===== src/epl_shim_pkg.sv =====
/*
 * Shared definitions for the EPL transmit shim
 * Widths, port count, lane mode and TDM slot types
 * Per-mode TDM slot schedule table
 */

package epl_shim_pkg;

  // --------------------------------------------------------------------------
  // Widths and counts
  // --------------------------------------------------------------------------
  localparam int NUM_PORTS = 4;        // Source port buffers
  localparam int PORT_W    = 2;        // Port number
  localparam int NUM_FLITS = 8;        // Flits per transfer
  localparam int FLIT_W    = 72;       // 64b data + 8b ECC
  localparam int META_W    = 24;       // Per transfer metadata, passed through
  localparam int ECC_W     = 8;        // Covers metadata and data-valid
  localparam int DVALID_W  = 8;        // One bit per flit
  localparam int CFG_W     = 4;        // port_config width

  // Lane mode, decoded from port_config
  typedef enum logic [2:0] {
    LANE_ONE_PORT  = 3'd0,             // 0 0 0 0
    LANE_TWO_PORT  = 3'd1,             // 0 2 0 2
    LANE_FOUR_PORT = 3'd2,             // 0 1 2 3
    LANE_THREE_12  = 3'd3,             // 0 2 1 2
    LANE_THREE_21  = 3'd4,             // 0 2 0 3
    LANE_RSVD      = 3'd5              // Codes 5..15 of port_config
  } lane_mode_e;

  typedef enum logic [1:0] {
    TDM_SLOT0 = 2'd0,
    TDM_SLOT1 = 2'd1,
    TDM_SLOT2 = 2'd2,
    TDM_SLOT3 = 2'd3
  } tdm_slot_e;

  // --------------------------------------------------------------------------
  // Slot schedule, [lane mode][slot] -> port number
  // --------------------------------------------------------------------------
  localparam logic [PORT_W-1:0] SLOT_SCHEDULE [8][4] = '{
    '{2'd0, 2'd0, 2'd0, 2'd0},         // ONE_PORT
    '{2'd0, 2'd2, 2'd0, 2'd2},         // TWO_PORT
    '{2'd0, 2'd1, 2'd2, 2'd3},         // FOUR_PORT
    '{2'd0, 2'd2, 2'd1, 2'd2},         // THREE_12
    '{2'd0, 2'd2, 2'd0, 2'd3},         // THREE_21
    '{2'd0, 2'd0, 2'd0, 2'd0},         // Reserved
    '{2'd0, 2'd0, 2'd0, 2'd0},         // Unused encodings
    '{2'd0, 2'd0, 2'd0, 2'd0}
  };

endpackage : epl_shim_pkg


===== src/tdm_slot_sequencer.sv =====
/*
 * tdm_slot_sequencer
 * Free-running four-slot TDM counter and the
 * scheduled port lookup for the current slot and lane mode
 */

`timescale 1ns/1ps

module tdm_slot_sequencer
  import epl_shim_pkg::*;
(
  input  logic              clk,
  input  logic              reset_n,
  input  lane_mode_e        lane_mode,    // Registered lane mode
  output logic [PORT_W-1:0] sched_port    // Port owning this cycle
);

  tdm_slot_e slot;

  // --------------------------------------------------------------------------
  // Slot counter
  // --------------------------------------------------------------------------
  // Zero in the first cycle out of reset, then steps every cycle.
  // Wraps 3 -> 0 by overflow
  always_ff @(posedge clk) begin
    if (!reset_n) begin
      slot <= TDM_SLOT0;
    end else begin
      slot <= tdm_slot_e'(slot + 2'd1);
    end
  end

  // --------------------------------------------------------------------------
  // Schedule lookup
  // --------------------------------------------------------------------------
  // Purely combinational, zero cycles of latency.
  // Reserved modes read the all-zero rows of the table
  always_comb begin
    sched_port = SLOT_SCHEDULE[lane_mode][slot];
  end

  // --------------------------------------------------------------------------
  // Checks
  // --------------------------------------------------------------------------
  // Slot never stalls or skips once reset is gone
  a_slot_step : assert property (
    @(posedge clk) disable iff (!reset_n)
    $past(reset_n) |-> (slot == tdm_slot_e'($past(slot) + 2'd1))
  );

endmodule : tdm_slot_sequencer


===== config.mk =====
export PLATFORM = sky130hd
export DESIGN_NAME = tdm_slot_sequencer
export DESIGN_NICKNAME = d
export VERILOG_FILES = /design/src/epl_shim_pkg.sv /design/src/tdm_slot_sequencer.sv
export SDC_FILE = /design/constraint.sdc
export NUM_CORES = 1
export LEC_CHECK = 0
export BUFFER_PORTS_ARGS = -buffer_cell sky130_fd_sc_hd__buf_2
export CELL_PAD_IN_SITES_DETAIL_PLACEMENT = 1
export CELL_PAD_IN_SITES_GLOBAL_PLACEMENT = 2
export CORE_AREA = 10 10 47 49
export CTS_BUF_LIST = sky130_fd_sc_hd__clkbuf_4
export CTS_CLUSTER_DIAMETER = 150
export DETAILED_ROUTE_END_ITERATION = 7
export DIE_AREA = 0 0 57 59
export GPL_TIMING_DRIVEN = 0
export PLACE_DENSITY_LB_ADDON = 0.1
export SLEW_MARGIN = 40
export SYNTH_ARGS = -nofsm -noshare
export SYNTH_HDL_FRONTEND = slang
export SYNTH_SLANG_ARGS = --single-unit

===== constraint.sdc =====
create_clock -name clk -period 1.5 [get_ports clk]
set_input_delay 0.15 -clock clk [delete_from_list [all_inputs] [get_ports clk]]
set_output_delay 0.15 -clock clk [all_outputs]
set_load 0.02 [all_outputs]

-- Word-level counts from Yosys, hierarchy flattened
Memory sizes are Yosys's and may differ from the RTL's.
Cells that the tools add are included.
- add/subtract/negate cells: 1
- $lt $le $gt $ge: 2
- muxes and demuxes: 5
- bitwise operators: 2
- operator list (cell ; count):
    $mux 8 ; 2
    $bmux 2 s2 ; 1
    $ge 4x4->1 const B ; 1
    $mux 2 ; 2
    $not 3->4 ; 1
    $ge 3x3->1 const B ; 1
    $not 2->3 ; 1
    $add 2x1->2 const B ; 1
- bits in registers: 2
- ROM bits: 64
- input bits: 5
- word-level logic and storage cells: 12
- memories kept: 1
- memories (name ; words ; bits a word ; rd ports ; clocked after Yosys merged registers in ; write ports ; line ; RTL):
    (no name shown) ; 8 ; 8 ; 1 ; 0 ; 0 ; tdm_slot_sequencer.sv:39 ; sched_port = SLOT_SCHEDULE[lane_mode][slot];

-- Depth between registers and ports, before layout
- depth in word-level cells: 7
- depth in mapped cells: 3
- mapped depth without buffers: 3

-- Worst setup path before layout
OpenSTA, ideal clock, no wires.
- path kind: register to output
- start point: register slot[0]
- end point: output sched_port[0]
- arrival time: 947 ps
- setup slack: 403 ps
- stages on the path, launching flop included: 4
- cells stage by stage: dfxtp_1 > nor4bb_1 > a31o_1 > a22o_1
- longest elaborated chain between the ends: 4
- RTL lines (item ; line ; RTL):
    start: declaration ; tdm_slot_sequencer.sv:18 ; tdm_slot_e slot;
    start signal: assignment ; tdm_slot_sequencer.sv:29 ; slot <= tdm_slot_e'(slot + 2'd1);
    $not 2->3 (implied by the code) ; tdm_slot_sequencer.sv:39 ;
    $bmux 2 s2 ; tdm_slot_sequencer.sv:39 ;
    $mux 2 (implied by the code) (2 in series) ; tdm_slot_sequencer.sv:39 ;
    end: declaration ; tdm_slot_sequencer.sv:15 ; output logic [PORT_W-1:0] sched_port
No other way between the ends. The select of a mux whose other input is x is not followed.

-- Worst setup path in the final report
Same ends and word-level chain as after synthesis.

==> results.py <==
metrics = {
    "clock_network": {
        "clkLatencyLatePin_ns": 0.22,
        "cts_tree": "yes",
        "cts.repair.resized": 0,
        "numCtsBuffers": 3,
        "clockRootBuffer": "clkbuf_4",
        "postCtsSetupBuffers": 0,
        "htree_levels": 1,
        "clockBufferDepth": 2,
        "cts_sinks": 2,
        "clkTransAtPathRegs_ns": 0.03,
        "cts-hold-fix-buffers": 0,
    },
    "logic_synthesis": {
        "ys_seq_area_frac": 0.3265,
        "synth_nets": 17,
        "synth_top_family_by_area": "simple AND/OR/NAND/NOR gates",
        "yosysWarnings": 0,
        "synthAdderAreaFrac": 0,
        "synth_area_sq_um": 122.6,
        "synth-simple-area-share": 0.2959,
        "synth_compound_area_frac": 0.2143,
        "synth-xor-area-share": 0.07143,
        "syn_avg_cell_area_sq_um": 10.22,
        "netlist_instances": 12,
        "ys_types": 10,
        "synthMuxAreaShare": 0.09184,
        "ys_ff_latch": 2,
    },
    "sta": {
        "fin_skew_ns": 0.001737,
        "setup_slack_ns": 0.1047,
        "fmax_ghz": 0.7167,
        "relSlewSlack": 0.7993,
        "fin_crit_ns": 1.395,
        "setup_tns_ns": 0,
        "worstMarginPinSlew_ns": 0.3005,
        "grt_setup_unrepaired": "false",
        "hold_viol_final": 0,
        "finalSetupViolations": 0,
        "post-route-period-util": 0.9302,
        "drv_slew": 0,
    },
    "critical_path": {
        "rrSetupSlack_ns": 0.75,
        "path_class": "reg -> out",
        "startpoint_type": "flop",
        "crit_end": "sched_port[0]",
        "worstSetupEndpointType": "output port",
        "cp.arrival_ns": 1.25,
        "rr_worst_depth": 2,
        "r2r-end": "slot[1]",
        "startpoint": "slot[0]",
        "required_ns": 1.35,
        "cp_max_fo": 6,
        "r2r-start": "slot[0]",
    },
    "finish": {
        "fin_nets": 28,
        "drive_above_1_share": 0.6190,
        "largest_reg_flops": 2,
        "reg_top3": "slot (2)",
        "n_antenna_cell": 0,
        "fillers": 175,
        "top_register": "slot",
        "syn2layout_area_growth_pct": 67.35,
    },
    "floorplan": {
        "fp.dieH_microns": 59,
        "dieArea_sq_um": 3363,
        "start_util": 0.08750,
        "dieWidth_microns": 57,
        "rows": 14,
        "core_sq_um": 1401,
        "io_pins": 7,
    },
    "run_status": {
        "outcome": "completed",
    },
    "global_route": {
        "grt_overflow_total": 0,
        "grt_pass1_vias": 164,
        "grt_max_degree": 7,
        "grt_pass1_wl_microns": 765,
        "antenna_found_initial": 0,
        "track_usage": 0.03277,
    },
    "route": {
        "drt-pass1-iter-count": 2,
        "post_drt_wl_per_cell_microns": 10.92,
        "drt_iter0_markers": 3,
        "post-route-drc-count": 0,
        "vias_per_cell": 3.405,
        "antenna_left": 0,
        "num_vias": 126,
        "routed_wl_microns": 404,
    },
    "job": {
        "maxCapViolCount": 0,
    },
    "place": {
        "post-place-ws_ns": 0.2697,
        "io_buffers": 6,
        "routabilityCongestion": 0.5815,
    },
    "power_and_ir_drop": {
        "peakVddDrop_uv": 293.2,
        "pwr_density_cell_nw_per_um2": 1062,
        "leakage_uw": 0.00009187,
    },
    "min_path": {
        "hp-class": "in -> reg",
    },
}
synth_stat cells, drive strengths merged:
library cell / number / area (sq um)
nor4bb: 1 / 10.01
xor2: 1 / 8.760
nor2: 1 / 3.750
nor3b: 1 / 7.510
and2: 1 / 6.260
a22o: 2 / 17.52
and2b: 1 / 8.760
mux2: 1 / 11.26
dfxtp: 2 / 40.04
a31o: 1 / 8.760
cells by family (layout without fill, tap and decap cells):
kind of cell / Yosys count / count (layout)
muxes: 1 / 1
buffers and inverters: 0 / 9
DFF: 2 / 2
AOI/OAI and AO/OA: 3 / 3
and+or+nand+nor: 5 / 5
xor gates and xnor gates: 1 / 1
area by class of cell:
| cell class | instances | area [sq um] | area share |
|---|---|---|---|
| multi-input combinational | 10 | 88.84 | 0.4329 |
| sequential | 2 | 41.29 | 0.2012 |
| timing repair buffer | 6 | 32.53 | 0.1585 |
| clock buffer | 3 | 22.52 | 0.1098 |
| tap | 16 | 20.02 | 0.09756 |
stage by stage:
stage | utilization | instance area, sq um | power, uW | hold slack, ns | instances
final | 0.1464 | 205.2 | 217.9 | 0.1426 | 37
after global placement | 0.1232 | 172.7 | 97.92 | 0.3632 | 34
after global routing | 0.1464 | 205.2 | 238.8 | 0.1386 | 37
after floorplan | - | 122.6 | 83.67 | 0.2717 | 12
after detailed placement | 0.1232 | 172.7 | 98.02 | 0.3714 | 34
after CTS | 0.1393 | 195.2 | 225.2 | 0.1386 | 37
where the power goes:
part           total [uW]  switching, uW  internal [uW]
clock                 118           30.2           88.2
sequential           65.8           6.67           59.1
combinational        33.7           14.5           19.3
total                 218           51.3            167
layout by cell type (no fill, tap or decap):
cell and n:
clkbuf_4 3, a31o_1 1, and2_1 1, nor4bb_2 1, mux2_2 1, buf_2 5, and2b_2 1, nor3b_1 1
xor2_1 1, buf_4 1, a22o_1 2, dfxtp_2 1, nor2_1 1, dfxtp_1 1
per-layer routing:
metal,up-vias,part of all wire,GRT usage
li1,64,-,-
met1,53,0.54,0.03306
met2,7,0.28,0.03101
met3,2,0.15,0.03433
met4,0,0.020,0.04027
met5,-,0,0
worst min path at each step:
stage / to / slack (ns) / cells after the start / startpoint
finish: slot[1] / 0.14 / 2 / reset_n
CTS: slot[1] / 0.14 / 2 / reset_n
global route: slot[1] / 0.14 / 2 / reset_n
detailed placement: slot[1] / 0.37 / 2 / reset_n
global placement: slot[1] / 0.36 / 2 / reset_n
floorplan: slot[1] / 0.27 / 1 / reset_n
worst max-delay path: stages, from the launching register on:
cell	delay, ns
dfxtp_2	0.34
nor4bb_2	0.26
a31o_1	0.13
a22o_1	0.14
buf_4	0.14
(Power assumes the default switching activity.)
