--- src/epl_shim_pkg.sv ---
/*
 * Shared definitions for the EPL transmit shim
 * Widths, port count, lane mode and TDM slot types
 * Per-mode TDM slot schedule table
 */

package epl_shim_pkg;

  // --------------------------------------------------------------------------
  // Widths and counts
  // --------------------------------------------------------------------------
  localparam int NUM_PORTS = 4;        // Source port buffers
  localparam int PORT_W    = 2;        // Port number
  localparam int NUM_FLITS = 8;        // Flits per transfer
  localparam int FLIT_W    = 72;       // 64b data + 8b ECC
  localparam int META_W    = 24;       // Per transfer metadata, passed through
  localparam int ECC_W     = 8;        // Covers metadata and data-valid
  localparam int DVALID_W  = 8;        // One bit per flit
  localparam int CFG_W     = 4;        // port_config width

  // Lane mode, decoded from port_config
  typedef enum logic [2:0] {
    LANE_ONE_PORT  = 3'd0,             // 0 0 0 0
    LANE_TWO_PORT  = 3'd1,             // 0 2 0 2
    LANE_FOUR_PORT = 3'd2,             // 0 1 2 3
    LANE_THREE_12  = 3'd3,             // 0 2 1 2
    LANE_THREE_21  = 3'd4,             // 0 2 0 3
    LANE_RSVD      = 3'd5              // Codes 5..15 of port_config
  } lane_mode_e;

  typedef enum logic [1:0] {
    TDM_SLOT0 = 2'd0,
    TDM_SLOT1 = 2'd1,
    TDM_SLOT2 = 2'd2,
    TDM_SLOT3 = 2'd3
  } tdm_slot_e;

  // --------------------------------------------------------------------------
  // Slot schedule, [lane mode][slot] -> port number
  // --------------------------------------------------------------------------
  localparam logic [PORT_W-1:0] SLOT_SCHEDULE [8][4] = '{
    '{2'd0, 2'd0, 2'd0, 2'd0},         // ONE_PORT
    '{2'd0, 2'd2, 2'd0, 2'd2},         // TWO_PORT
    '{2'd0, 2'd1, 2'd2, 2'd3},         // FOUR_PORT
    '{2'd0, 2'd2, 2'd1, 2'd2},         // THREE_12
    '{2'd0, 2'd2, 2'd0, 2'd3},         // THREE_21
    '{2'd0, 2'd0, 2'd0, 2'd0},         // Reserved
    '{2'd0, 2'd0, 2'd0, 2'd0},         // Unused encodings
    '{2'd0, 2'd0, 2'd0, 2'd0}
  };

endpackage : epl_shim_pkg

--- src/epl_req_capture.sv ---
/*
 * epl_req_capture
 * First stage of the shim, registers the EPL request,
 * decodes port_config into the lane mode, makes the credit response
 */

`timescale 1ns/1ps

module epl_req_capture
  import epl_shim_pkg::*;
(
  input  logic              clk,
  input  logic              reset_n,
  input  logic              tx_data_enable,      // EPL ready for tx data
  input  logic [PORT_W-1:0] tx_enable_port_num,  // Port tied to tx_data_enable
  input  logic [CFG_W-1:0]  port_config,         // Lane configuration
  output logic              req_valid,           // Request delayed by one cycle
  output logic [PORT_W-1:0] req_port,
  output lane_mode_e        lane_mode,
  output logic              tx_data_valid_resp   // Credit back to EPL
);

  lane_mode_e lane_mode_nxt;

  // --------------------------------------------------------------------------
  // port_config decode
  // --------------------------------------------------------------------------
  always_comb begin
    case (port_config)
      4'd0:    lane_mode_nxt = LANE_ONE_PORT;
      4'd1:    lane_mode_nxt = LANE_TWO_PORT;
      4'd2:    lane_mode_nxt = LANE_FOUR_PORT;
      4'd3:    lane_mode_nxt = LANE_THREE_12;
      4'd4:    lane_mode_nxt = LANE_THREE_21;
      default: lane_mode_nxt = LANE_RSVD;       // 5..15 all reserved
    endcase
  end

  // --------------------------------------------------------------------------
  // Request and mode registers
  // --------------------------------------------------------------------------
  always_ff @(posedge clk) begin
    if (!reset_n) begin
      req_valid          <= 1'b0;
      req_port           <= '0;
      lane_mode          <= LANE_ONE_PORT;    // Slot 0 is port 0 in any mode
      tx_data_valid_resp <= 1'b0;
    end else begin
      req_valid          <= tx_data_enable;
      req_port           <= tx_enable_port_num;
      lane_mode          <= lane_mode_nxt;    // New config one cycle later
      tx_data_valid_resp <= req_valid;        // Second delay for the credit
    end
  end

endmodule : epl_req_capture

--- config.mk ---
export PLATFORM = sky130hd
export DESIGN_NAME = epl_req_capture
export DESIGN_NICKNAME = d
export VERILOG_FILES = /design/src/epl_shim_pkg.sv /design/src/epl_req_capture.sv
export SDC_FILE = /design/constraint.sdc
export NUM_CORES = 1
export LEC_CHECK = 0
export CORE_AREA = 2 2 39 41
export DETAILED_ROUTE_END_ITERATION = 8
export DIE_AREA = 0 0 41 43
export DONT_BUFFER_PORTS = 1
export GPL_TIMING_DRIVEN = 0
export PLACE_DENSITY = 0.36
export SYNTH_ARGS = -nofsm -noshare
export SYNTH_HDL_FRONTEND = slang
export SYNTH_SLANG_ARGS = --single-unit
--- constraint.sdc ---
create_clock -name clk -period 1.41 [get_ports clk]
set_clock_uncertainty 0.05 [all_clocks]
set_input_delay 0.2115 -clock clk [delete_from_list [all_inputs] [get_ports clk]]
set_output_delay 0.2115 -clock clk [all_outputs]
set_load 0.01 [all_outputs]
Word level (Yosys, flattened, before mapping)
Index checks and enable logic that the tools add are counted.

Bits in registers: 7. Bits of input ports: 9. Logic and storage cells: 10.

Eq/ne operators: 4. Multiplexer cells: 1. Reduce and logical (&&, ||, !) cells: 1.

Operators with widths (number): 3-bit case mux with 5 select lines (1); 4-bit by 2-bit == test with 1-bit output (second input constant) (2); 4-bit by 1-bit == test with 1-bit output (second input constant) (1); 4-bit by 3-bit == test with 1-bit output (second input constant) (1); 4-bit logical NOT (1).

Logic depth before layout (Yosys ltp)
Word-level depth: 2. Depth in mapped cells: 2. Depth with buffers taken out: 2.

Least setup slack after synthesis
Ideal clock, no wire load.

Kind: in2reg. From: input port port_config[2]. To: register lane_mode[0]. Data arrival time: 0.448 ns. Required time: 1.242 ns. Slack: 0.794 ns. Stages: 2. Buffers on the path: 0. Cell sequence: a211oi_2 -> nor2b_1.

Longest elaborated chain between the ends: 2. Elaborated cells on any way between the ends: 6. Classes of those cells: 4 x eq/ne; 1 x mux; 1 x reduce/logical.

Ends and longest elaborated chain: from (decl) (RTL line epl_req_capture.sv:16) `input logic [CFG_W-1:0] port_config,`; 4-bit by 3-bit == test with 1-bit output, or another cell as far along (RTL line epl_req_capture.sv:29) `case (port_config)`; 3-bit case mux with 5 select lines * (RTL line epl_req_capture.sv:29); to (signal assigned) (RTL line epl_req_capture.sv:51) `lane_mode <= lane_mode_nxt;`; to (decl) (RTL line epl_req_capture.sv:19) `output lane_mode_e lane_mode,`.

Mark *: on every way between the ends. The rest lies on a longest branch, timed or not. A chain may end at the register's enable or synchronous reset.

Worst setup path after layout
From: input port port_config[3]. To: register lane_mode[1].

Same word-level chain as after synthesis.

==> impl_metrics.env <==
export IMPL_synth_largest_area_cell="sky130_fd_sc_hd__dfxtp_1"
export IMPL_endpoints_failing_setup=0
export IMPL_cts_repair_timing_setup_buffer_count=0
export IMPL_cell_count_after_synthesis=16
export IMPL_status="finished clean"
export IMPL_synth_async_sr_flop_share_pct=0
export IMPL_yosys_area_top_type_share_pct=68.3
export IMPL_drive_above_1_share_pct=22.7
export IMPL_dpl_instance_area_um2=225
export IMPL_finish_utilization_pct=19.6
export IMPL_ys_warnings_count=0
export IMPL_clk_insertion_delay_late_ns=0.24
export IMPL_layout_cell_area_non_filler_um2=272
export IMPL_cts_htree_levels=1
export IMPL_core_rowCount=14
export IMPL_power_share_combinational_pct=3.2
export IMPL_timing_critical_path_from_type="input port"
export IMPL_share_seq_of_total_power_pct=53.2
export IMPL_synthesis_area_um2=205
export IMPL_pin_count=16
export IMPL_cts_buffer_depth=2
export IMPL_relSlewSlack_pct=90.0
export IMPL_fin_crit_ns=1.32
export IMPL_port_buffers=0
export IMPL_detail_route_first_pass_iterations=1
export IMPL_vias=142
export IMPL_power_switching_uw=84.0
export IMPL_antenna_cells=0
export IMPL_sequential_share_of_the_synthesized_area_pct=68.3
export IMPL_drtIter0Drc=0
export IMPL_hold_class="in2reg"
export IMPL_cts_clk_slew_worst_paths_ns=0.05
export IMPL_coreArea_um2=1380
export IMPL_max_transition_viols_final=0
export IMPL_drc_errors=0
export IMPL_drtAntennaViolNets=0
export IMPL_powerDensity_nw_per_um2=1510
export IMPL_synth_fp_nets=25
export IMPL_avgSynthCellArea_um2=12.8
export IMPL_total_count_of_hold_check_failures_in_the_final_report=0
export IMPL_global_route_usage_total_pct=5.72
export IMPL_initial_antenna_violation_count=0
export IMPL_post_synth_top_count_cell="sky130_fd_sc_hd__dfxtp_1"
export IMPL_layout_worst_path_cycle_share_pct=93.7
export IMPL_reg2reg_setup_slack_ns=0.77
export IMPL_fin_nets=32
export IMPL_rsz0062_at_grt="no"
export IMPL_vdd_drop_max_v=0.000387
export IMPL_worst_pin_slew_ns=0.149
export IMPL_worstPathArrival_ns=1.46
export IMPL_numCtsBuffers=3
export IMPL_netlist_top_cells_count="7 x sky130_fd_sc_hd__dfxtp_1, 4 x sky130_fd_sc_hd__and2_1"
export IMPL_hpwl_um=295
export IMPL_critical_path_endpoint_type="flip-flop"
export IMPL_power_report_internal_total_uw=326
export IMPL_routed_wire_length_per_instance_um=10.2
export IMPL_switching_share_pct=20.5
export IMPL_max_clock_freq_mhz=757
export IMPL_floorplan_initialDensity_pct=14.8
export IMPL_floorplan_die_height_um=43
export IMPL_synth_cell_types=7
export IMPL_ys_seq_elements=7
export IMPL_clock_sink_count=7
export IMPL_routabilityCongestion=0.518
export IMPL_synth_enable_flop_cells=0
export IMPL_synth_area_leaders="sky130_fd_sc_hd__dfxtp_1 68%, sky130_fd_sc_hd__and2_1 12%, sky130_fd_sc_hd__a211oi_2 6.1%, sky130_fd_sc_hd__nor3_2 4.9%, sky130_fd_sc_hd__o21a_1 3.7%"
export IMPL_setup_worst_path_class="in2reg"
export IMPL_setup_tns_ns=0
export IMPL_via_per_inst=3.74
export IMPL_grt_pass1_vias=148
export IMPL_area_growth_syn_to_layout_pct=32.3
export IMPL_cellLeakagePower_nw=0.106
export IMPL_clk_root_buffer_cell="sky130_fd_sc_hd__clkbuf_4"
export IMPL_maxCapViolCount=0
export IMPL_yosys_most_used_dff="sky130_fd_sc_hd__dfxtp_1"
export IMPL_finalWirelength_um=388
export IMPL_timing_critical_path_required_ns=1.55
export IMPL_grt_pass1_wl_um=572
export IMPL_share_of_power_burned_in_the_clock_network_pct=43.6
export IMPL_grt_start_max_net_pins=8
export IMPL_critical_path_peak_fanout=3
export IMPL_overflow=0
export IMPL_die_width_um=41
export IMPL_cts_tree="done"
export IMPL_die_area_um2=1760
## metal layers
metal	GRT usage, %	vias to the layer above	share of wire, %
met5	0	-	0
met4	0	0	0
met3	10.5	0	28
met2	7.81	19	37
met1	3.86	60	35
li1	-	63	-
## registers in the layout, summed over array words and instances, names as in the netlist
| name | count |
|---|---|
| lane_mode | 3 |
| req_port | 2 |
| req_valid | 1 |
| tx_data_valid_resp | 1 |
## final timing paths
kind	startpoint	end	cells past startpoint
worst max-delay path	port_config[3]	lane_mode[1]	3
worst min register to register	req_valid	tx_data_valid_resp	1
worst min-delay path	port_config[2]	lane_mode[2]	1
worst max register to register	req_valid	tx_data_valid_resp	1
## stage by stage
stage	total power, mW	hold WS, ns	instances	worst slack, ns
3_5_place_dp	0.232	0.236	32	0.773
2_1_floorplan	0.230	0.231	16	0.794
3_3_place_gp	0.232	0.233	32	0.782
5_1_grt	0.433	0.0273	38	0.0697
4_1_cts	0.420	0.0300	38	0.0914
6_report	0.410	0.0337	38	0.0895
## power groups by stage
stage | clock network [mW] | logic (mW) | registers (mW)
5_1_grt | 0.198 | 0.0150 | 0.220
3_3_place_gp | 0 | 0.00942 | 0.222
4_1_cts | 0.188 | 0.0136 | 0.218
2_1_floorplan | 0 | 0.00875 | 0.221
3_5_place_dp | 0 | 0.0101 | 0.222
6_report | 0.179 | 0.0132 | 0.218
## critical path, stage by stage
cell and delay (ns):
sky130_fd_sc_hd__dlygate4sd3_1 0.54, sky130_fd_sc_hd__nor3_2 0.16, sky130_fd_sc_hd__dlygate4sd3_1 0.55
## area by class of cell
type,count,area [um^2]
fill,153,1110
timing repair buffer,2,20.0
clock buffer,4,26.3
tap,16,20.0
sequential,7,140
multi-input combinational,9,65.1
## kinds of logic (layout without fill, tap and decap cells)
| group | Yosys count | in the layout | share of synthesized area [%] |
|---|---|---|---|
| AOI/OAI and AO/OA | 2 | 2 | 9.76 |
| buffers and inverters | 0 | 6 | 0 |
| DFF | 7 | 7 | 68.3 |
| and+or+nand+nor | 7 | 7 | 21.9 |
## cell usage in the layout (no fill, tap or decap), drive strengths merged
cell and count:
o21a 1, and2 4, nor3 1, dfxtp 7, dlygate4sd3 2, clkbuf 4
a211oi 1, nor2b 1, nand2 1
## what timing repair did
item	in CTS	in global routing
hold endpoints to repair	1	0
hold buffers	2	0
gates resized for setup	0	0
Power figures use the tool's default switching activity.
